[config.mk]
export PLATFORM = sky130hd
export DESIGN_NAME = zx_memory_map
export DESIGN_NICKNAME = d
export VERILOG_FILES = /design/src/hdl/zx_pkg.sv /design/src/hdl/io_cycle_decode.sv /design/src/hdl/page_regs.sv /design/src/hdl/ram_addr_map.sv /design/src/hdl/zx_memory_map.sv
export VERILOG_INCLUDE_DIRS = /design/src /design/src/hdl
export SDC_FILE = /design/constraint.sdc
export NUM_CORES = 1
export LEC_CHECK = 0
export BUFFER_PORTS_ARGS = -buffer_cell sky130_fd_sc_hd__buf_4
export CORE_MARGIN = 2
export CORE_UTILIZATION = 45
export CTS_BUF_LIST = sky130_fd_sc_hd__clkbuf_8 sky130_fd_sc_hd__clkbuf_16
export DETAILED_ROUTE_END_ITERATION = 6
export HOLD_SLACK_MARGIN = 0.05
export PLACE_DENSITY_LB_ADDON = 0.2
export SETUP_SLACK_MARGIN = 0.4
export SLEW_MARGIN = 15
export SYNTH_ARGS = -nofsm -noshare
export SYNTH_HDL_FRONTEND = slang
export SYNTH_HIERARCHICAL = 1
export SYNTH_SLANG_ARGS = --single-unit
[constraint.sdc]
create_clock -name clk_sys -period 2.6 [get_ports clk_sys]
set_clock_uncertainty 0.05 [all_clocks]
set_input_delay 0.13 -clock clk_sys [delete_from_list [all_inputs] [get_ports clk_sys]]
set_output_delay 0.13 -clock clk_sys [all_outputs]
set_load 0.1 [all_outputs]
[src/hdl/zx_defs.svh]
`ifndef ZX_DEFS_SVH
`define ZX_DEFS_SVH

// ============================================================
// Z80 bus
// ============================================================
`define ZX_ADDR_W       16          // CPU address, one word
`define ZX_DATA_W       8           // CPU data, one byte

// ============================================================
// External RAM layout
// ============================================================
`define ZX_RAM_ADDR_W   24
`define ZX_BANK_W       14          // Offset inside a 16K bank
`define ZX_PAGE_W       6           // RAM page number, 64 pages of 16K
`define ZX_PAGE_LO_W    3           // Page bits held in 7FFD

// ROM banks sit at 101x_xxxx in the RAM address space
`define ZX_ROM_PREFIX   3'b101
`define ZX_ROM_BANK_W   4

// Enum widths for the package types
`define ZX_MODE_W       3
`define ZX_PORT_W       3

// Profi 1024 decodes its extended port on the full address
`define ZX_PORT_DFFD    16'hDFFD

`endif

[src/hdl/zx_pkg.sv]
`include "zx_defs.svh"

package zx_pkg;

	// Memory model, same order as the board menu
	typedef enum logic [`ZX_MODE_W-1:0] {
		mm_std128    = 3'd0,
		mm_pent1024  = 3'd1,
		mm_profi1024 = 3'd2,
		mm_std48     = 3'd3,
		mm_plus3     = 3'd4
	} mem_mode_e;

	// Paging port hit by the current I/O write
	typedef enum logic [`ZX_PORT_W-1:0] {
		pp_none,
		pp_7ffd,    // 128K paging
		pp_1ffd,    // +3 special paging and ROM high bit
		pp_eff7,    // Pentagon 1024 config
		pp_dffd     // Profi 1024 extended page
	} page_port_e;

endpackage

[src/hdl/io_cycle_decode.sv]
`include "zx_defs.svh"

module io_cycle_decode (
	input  logic                   clk_sys,
	input  logic                   reset,
	input  logic [`ZX_ADDR_W-1:0]  addr,
	input  logic                   n_iorq,
	input  logic                   n_wr,
	input  logic                   n_m1,
	input  zx_pkg::mem_mode_e      mem_mode,
	input  logic                   page_lock,
	output logic                   wr_stb,
	output zx_pkg::page_port_e     port_sel
);

	// ============================================================
	// I/O write cycle detect
	// ============================================================
	logic io_wr;
	logic io_wr_d;     // Level seen on the previous clock

	// M1 high keeps interrupt acknowledge out
	assign io_wr = ~n_iorq & ~n_wr & n_m1;

	always_ff @(posedge clk_sys) begin
		if (reset) begin
			io_wr_d <= 1'b0;
		end else begin
			io_wr_d <= io_wr;
		end
	end

	// High only on the first clock of the cycle, quiet in reset
	assign wr_stb = io_wr & ~io_wr_d & ~reset;

	// ============================================================
	// Partial address decode of the paging ports
	// ============================================================
	logic is_plus3;
	logic is_pent;
	logic is_profi;
	logic hit_7ffd;
	logic hit_1ffd;
	logic hit_eff7;
	logic hit_dffd;

	assign is_plus3 = (mem_mode == zx_pkg::mm_plus3);
	assign is_pent  = (mem_mode == zx_pkg::mm_pent1024);
	assign is_profi = (mem_mode == zx_pkg::mm_profi1024);

	// +3 needs a14 high to keep 7FFD apart from 1FFD
	assign hit_7ffd = ~addr[15] & ~addr[1] & (addr[14] | ~is_plus3) & ~page_lock;

	assign hit_1ffd = is_plus3 & ~addr[15] & ~addr[14] & ~addr[13] & addr[12]
		& ~addr[1] & ~page_lock;

	// Pentagon config port ignores the lock
	assign hit_eff7 = is_pent & addr[15] & addr[14] & addr[13] & ~addr[12] & ~addr[3];

	assign hit_dffd = is_profi & (addr == `ZX_PORT_DFFD);

	// 7FFD has priority over 1FFD
	always_comb begin
		if (hit_7ffd) begin
			port_sel = zx_pkg::pp_7ffd;
		end else if (hit_1ffd) begin
			port_sel = zx_pkg::pp_1ffd;
		end else if (hit_eff7) begin
			port_sel = zx_pkg::pp_eff7;
		end else if (hit_dffd) begin
			port_sel = zx_pkg::pp_dffd;
		end else begin
			port_sel = zx_pkg::pp_none;
		end
	end

endmodule

[src/hdl/page_regs.sv]
`include "zx_defs.svh"

module page_regs (
	input  logic                   clk_sys,
	input  logic                   reset,
	input  zx_pkg::mem_mode_e      mem_mode_cfg,
	input  logic                   wr_stb,
	input  zx_pkg::page_port_e     port_sel,
	input  logic [`ZX_DATA_W-1:0]  data_out,
	output zx_pkg::mem_mode_e      mem_mode,
	output logic                   page_lock,
	output logic [`ZX_PAGE_W-1:0]  page_ram,
	output logic                   rom_sel48,
	output logic                   plus3_special,
	output logic [2:1]             plus3_reg,
	output logic                   scr_page
);

	localparam int EXT_W = `ZX_PAGE_W - `ZX_PAGE_LO_W;

	// ============================================================
	// Paging registers
	// ============================================================
	logic [5:0]       reg_7ffd;    // Page, screen, ROM, lock
	logic [2:0]       reg_1ffd;    // Special layout and ROM high bit
	logic             eff7_lock;   // EFF7 bit 2, 128K compatible lock on Pentagon
	logic [EXT_W-1:0] page_ext;    // Upper page bits of the 1024K machines

	logic is_pent;

	assign is_pent = (mem_mode == zx_pkg::mm_pent1024);

	always_ff @(posedge clk_sys) begin
		if (reset) begin
			mem_mode  <= mem_mode_cfg;    // Model only changes under reset
			reg_7ffd  <= '0;
			reg_1ffd  <= '0;
			eff7_lock <= 1'b0;
			page_ext  <= '0;
		end else if (wr_stb) begin
			case (port_sel)
				zx_pkg::pp_7ffd: begin
					reg_7ffd <= data_out[5:0];
					// Pentagon takes bits 5,7,6 as extra page bits
					if (is_pent && !eff7_lock) begin
						page_ext <= {data_out[5], data_out[7:6]};
					end
				end
				zx_pkg::pp_1ffd: begin
					reg_1ffd <= data_out[2:0];
				end
				zx_pkg::pp_eff7: begin
					eff7_lock <= data_out[2];
				end
				zx_pkg::pp_dffd: begin
					page_ext <= data_out[EXT_W-1:0];   // Profi extended page
				end
				default: begin
				end
			endcase
		end
	end

	// ============================================================
	// Derived page fields
	// ============================================================
	always_comb begin
		if (mem_mode == zx_pkg::mm_std48) begin
			page_lock = 1'b1;                          // 48K never pages
		end else if (is_pent) begin
			page_lock = reg_7ffd[5] & eff7_lock;
		end else begin
			page_lock = reg_7ffd[5];
		end
	end

	assign page_ram      = {page_ext, reg_7ffd[`ZX_PAGE_LO_W-1:0]};
	assign scr_page      = reg_7ffd[3];    // Shadow screen in page 7
	assign rom_sel48     = reg_7ffd[4];
	assign plus3_special = reg_1ffd[0];
	assign plus3_reg     = reg_1ffd[2:1];

endmodule

[src/hdl/ram_addr_map.sv]
`include "zx_defs.svh"

module ram_addr_map (
	input  logic [`ZX_ADDR_W-1:0]      addr,
	input  logic                       n_mreq,
	input  logic                       n_rd,
	input  logic                       n_wr,
	input  zx_pkg::mem_mode_e          mem_mode,
	input  logic [`ZX_PAGE_W-1:0]      page_ram,
	input  logic                       rom_sel48,
	input  logic                       plus3_special,
	input  logic [2:1]                 plus3_reg,
	output logic [`ZX_RAM_ADDR_W-1:0]  ram_addr,
	output logic                       ram_rd,
	output logic                       ram_we
);

	localparam int PAGE_PAD_W = `ZX_RAM_ADDR_W - `ZX_PAGE_W - `ZX_BANK_W;
	localparam int ROM_PAD_W  = `ZX_RAM_ADDR_W - 3 - `ZX_ROM_BANK_W - `ZX_BANK_W;

	logic [1:0]                 quarter;
	logic [`ZX_BANK_W-1:0]      offset;
	logic                       is_48;
	logic                       is_plus3;
	logic [`ZX_ROM_BANK_W-1:0]  rom_bank;
	logic [`ZX_PAGE_W-1:0]      page;
	logic                       in_rom;

	assign quarter  = addr[15:14];
	assign offset   = addr[`ZX_BANK_W-1:0];
	assign is_48    = (mem_mode == zx_pkg::mm_std48);
	assign is_plus3 = (mem_mode == zx_pkg::mm_plus3);

	// ============================================================
	// ROM bank choice
	// ============================================================
	always_comb begin
		if (is_plus3) begin
			rom_bank = {2'b10, plus3_reg[2], rom_sel48};
		end else begin
			rom_bank = {is_48, 2'b11, is_48 | rom_sel48};    // 48K forces the last bank
		end
	end

	// ============================================================
	// Page of the addressed quarter
	// ============================================================
	always_comb begin
		page   = '0;
		in_rom = 1'b0;
		if (plus3_special) begin
			// All-RAM layouts of the +3
			case (plus3_reg)
				2'd0: page = {4'b0000, quarter};
				2'd1: page = {4'b0001, quarter};
				2'd2: page = (quarter == 2'd3) ? 6'd3 : {4'b0001, quarter};
				default: begin
					if (quarter == 2'd1) begin
						page = 6'd7;
					end else if (quarter == 2'd3) begin
						page = 6'd3;
					end else begin
						page = {4'b0001, quarter};
					end
				end
			endcase
		end else begin
			case (quarter)
				2'd0: in_rom = 1'b1;
				2'd1: page = 6'd5;
				2'd2: page = 6'd2;
				default: page = page_ram;    // Banked quarter at C000
			endcase
		end
	end

	assign ram_addr = in_rom ? {{ROM_PAD_W{1'b0}}, `ZX_ROM_PREFIX, rom_bank, offset}
		: {{PAGE_PAD_W{1'b0}}, page, offset};

	// ============================================================
	// RAM strobes
	// ============================================================
	assign ram_rd = ~n_mreq & ~n_rd;
	assign ram_we = ~n_mreq & ~n_wr & ~in_rom;    // ROM quarter is write protected

endmodule

[src/hdl/zx_memory_map.sv]
`include "zx_defs.svh"

module zx_memory_map (
	input  logic                       clk_sys,
	input  logic                       reset,
	input  zx_pkg::mem_mode_e          mem_mode_cfg,
	input  logic [`ZX_ADDR_W-1:0]      addr,
	input  logic [`ZX_DATA_W-1:0]      data_out,
	input  logic                       n_mreq,
	input  logic                       n_iorq,
	input  logic                       n_rd,
	input  logic                       n_wr,
	input  logic                       n_m1,
	output logic [`ZX_RAM_ADDR_W-1:0]  ram_addr,
	output logic                       ram_rd,
	output logic                       ram_we,
	output logic                       scr_page
);

	// ============================================================
	// Internal nets
	// ============================================================
	zx_pkg::mem_mode_e       mem_mode;
	zx_pkg::page_port_e      port_sel;
	logic                    page_lock;
	logic                    wr_stb;
	logic [`ZX_PAGE_W-1:0]   page_ram;
	logic                    rom_sel48;
	logic                    plus3_special;
	logic [2:1]              plus3_reg;

	// Bus watcher, one strobe per I/O write
	io_cycle_decode u_io_cycle_decode (
		.clk_sys   (clk_sys),
		.reset     (reset),
		.addr      (addr),
		.n_iorq    (n_iorq),
		.n_wr      (n_wr),
		.n_m1      (n_m1),
		.mem_mode  (mem_mode),
		.page_lock (page_lock),
		.wr_stb    (wr_stb),
		.port_sel  (port_sel)
	);

	page_regs u_page_regs (
		.clk_sys       (clk_sys),
		.reset         (reset),
		.mem_mode_cfg  (mem_mode_cfg),
		.wr_stb        (wr_stb),
		.port_sel      (port_sel),
		.data_out      (data_out),
		.mem_mode      (mem_mode),
		.page_lock     (page_lock),
		.page_ram      (page_ram),
		.rom_sel48     (rom_sel48),
		.plus3_special (plus3_special),
		.plus3_reg     (plus3_reg),
		.scr_page      (scr_page)
	);

	// Pure decode, follows addr in the same cycle
	ram_addr_map u_ram_addr_map (
		.addr          (addr),
		.n_mreq        (n_mreq),
		.n_rd          (n_rd),
		.n_wr          (n_wr),
		.mem_mode      (mem_mode),
		.page_ram      (page_ram),
		.rom_sel48     (rom_sel48),
		.plus3_special (plus3_special),
		.plus3_reg     (plus3_reg),
		.ram_addr      (ram_addr),
		.ram_rd        (ram_rd),
		.ram_we        (ram_we)
	);

endmodule

==> results_dict.tcl <==
set metrics [dict create \
    run_status "finished, final reports clean" \
    detail_route.drc_violations 0 \
    max_cap_violations 0 \
    total_power_draw_mw 0.791 \
    period_minus_slack_ps 2240 \
    clockRootBuffer "clkbuf_8" \
    routabilityCongestion 0.765 \
    cts-htree-levels 1 \
    wl_per_cell_microns 14.5 \
    dieHeight_microns 55.5 \
    clock_sink_count 17 \
    syn_avg_cell_area_sq_um 9.34 \
    global_route.overflow_total 0 \
    top_layer "met4" \
    setup_violations 0 \
    numCtsBuffers 3 \
    finish.net_count 214 \
    synthToLayoutAreaGrowth_pct 47.3 \
    max_freq_mhz 446 \
    met2WireLength_microns 1470 \
    worst_hold_path_type "primary input to register" \
    timing.critical_path.from_type "register" \
    pre_cts_ws_ps 76.8 \
    synth_enable_flop_cells 3 \
    hold_viol 0 \
    tcrit_tclk_final_pct 86.3 \
    synthCells 128 \
    grt_antenna_before_repair 0 \
    synth.cell_area_sq_um 1190 \
    category_of_the_worst_setup_path_capture_point "register" \
    synthesis.yosys.warnings 6 \
    post-route-worst-setup-slack_ps 357 \
    globalRouteTotalUtil_pct 19.1 \
    dr.first_iter.drc_count 22 \
    clk_latency_ps 250 \
    timing.setup.tns_ps 0 \
    finish.instance_area_sq_um 1760 \
    grt_first_pass_wirelength_microns 4700 \
    cell_row_count 18 \
    ys_async_sr_fraction_pct 0 \
    postPlaceCellArea_sq_um 1500 \
    worstSetupPathType "register to register" \
    synth.yosys.seq_area_share_pct 31.0 \
    required_arrival_time_at_the_worst_endpoint_ps 2680 \
    cell_type_contributing_the_most_total_cell_area_after_synthesis "dfxtp_1" \
    crit_path_max_fanout 4 \
    vias_in_the_first_global_route 997 \
    port_buffers 57 \
    timing.hold.ws_ps 70.5 \
    ant_nets 0 \
    design.die.area_sq_um 3080 \
    vias_per_cell 5.37 \
    powerDensity_nw_per_um2 450 \
    start_util_pct 47.8 \
    critical_path_arrival_ps 2320 \
    clk_pin_slew_ps 60 \
    maximum_number_of_pins_on_one_net_before_global_route_repair 18 \
    drt-met1-wl_microns 1330 \
    post_synth_most_frequent_cells "buf_4, dfxtp_1, mux2i_1" \
    die_x_microns 55.5 \
    design.core.area_sq_um 2500 \
    synth.most_common_cell "buf_4" \
    netlist_top_cells_area "dfxtp_1, buf_4, mux2i_1" \
    cts_max_path_buffers 2 \
    totalWireLength_microns 3030 \
    antenna_cells 0 \
    synth-seq-cells 17 \
    ys_dominant_reg_cell "dfxtp_1" \
    hpwlAfterDp_microns 2110 \
    num_io_pins 61 \
    synth.distinct_cells 42 \
    via_count 1123 \
    grt_setup_unrepaired "true" \
    drtPass1Iterations 4 \
    cts_tree "built" \
    ir_worst_vdd_v 0.000539 \
    route.met3.wl_microns 202 \
    final_layout_size_suffix_gt1_share_pct 52.0 \
    cellLeakagePower_nw 0.755 \
    drv_slew 0 \
    yosysTopAreaCellShare_pct 23.5 \
]
[critical path, stage by stage (launching register included)]
cell      delay, ps
edfxtp_1        480
nand2b_4         90
o21ai_4         180
o21ai_4         110
o41ai_4         390
buf_4           170
and4bb_2        270
a211oi_1        300
a211oi_2         80
[per-layer routing]
layer,up-vias,GRT usage (%)
met2,45,29.8
met5,-,0
met3,2,4.92
li1,552,-
met4,0,8.36
met1,524,24.7
[stage by stage]
step	instances	utilization [%]
CTS	206	66.4
finish	209	70.4
floorplan	130	-
global placement	192	60.2
detailed placement	192	60.2
global route	209	70.4
[state kept, by name, summed over array words and instances, names as in the netlist]
register,count
u_io_cycle_decode/io_wr_d,1
u_page_regs/eff7_lock,1
u_page_regs/mem_mode,3
u_page_regs/page_ext,3
u_page_regs/reg_1ffd,3
u_page_regs/reg_7ffd,6
[final timing paths]
| kind | from | to | slack, ps | cells after the start |
|---|---|---|---|---|
| worst max-delay path | u_page_regs/mem_mode[0]$_DFFE_PP_ | u_page_regs/page_ext[0]$_SDFFE_PP0P_ | 360 | 8 |
| worst min-delay path | data_out[5] | u_page_regs/reg_7ffd[5]$_SDFFE_PP0P_ | 70 | 3 |
| worst max register to register | u_page_regs/mem_mode[0]$_DFFE_PP_ | u_page_regs/page_ext[0]$_SDFFE_PP0P_ | 360 | 8 |
| worst min register to register | u_page_regs/reg_7ffd[3]$_SDFFE_PP0P_ | u_page_regs/reg_7ffd[3]$_SDFFE_PP0P_ | 470 | 2 |
[cells in the final DEF, fill, tap and decap left out, drive strengths merged]
cell type and instances:
a211o 1, nand2 2, nor3b 2, a21oi 2, a21o 1, a211oi 6
o21ai 5, dfxtp 14, nand4 2, dlygate4sd3 5, a2bb2oi 1, nand4b 2
and3 1, edfxtp 3, nor2b 2, nand2b 3, nor3 2, a31oi 1
inv 3, clkinv 1, buf 66, mux2i 14, nor2 13, o31ai 3
o41ai 1, nor4b 4, or2 1, and4b 1, conb 3, and4bb 3
and3b 2, clkbuf 3, nor4 1, nand3 5
[report_power, final]
part | internal, mW | switching, mW
clock network | 0.106 | 0.0877
logic | 0.0953 | 0.223
registers | 0.273 | 0.00560
[what timing repair did]
item                       4_1_cts  5_1_grt
buffers inserted                 5        3
hold endpoints to repair         4        0
gates resized for setup          7       12
hold buffers                     5        0
pin swaps                        3        5
setup endpoints to repair       12       13
[kinds of logic after synthesis]
kind of cell,Yosys count,share of synthesized area [%]
other cells,1,0.314
mux,14,11.7
simple gates,46,27.2
buf+inv,29,17.1
compound gates,21,12.7
flops,17,31.0
[cell type report]
type | instances | area (sq um)
fill | 192 | 739
clock inverter | 1 | 5.00
timing repair buffer | 71 | 546
tap | 30 | 37.5
multi-input combinational | 84 | 749
inverter | 3 | 11.3
sequential | 17 | 370
clock buffer | 3 | 41.3
Power figures use the tool's default switching activity.
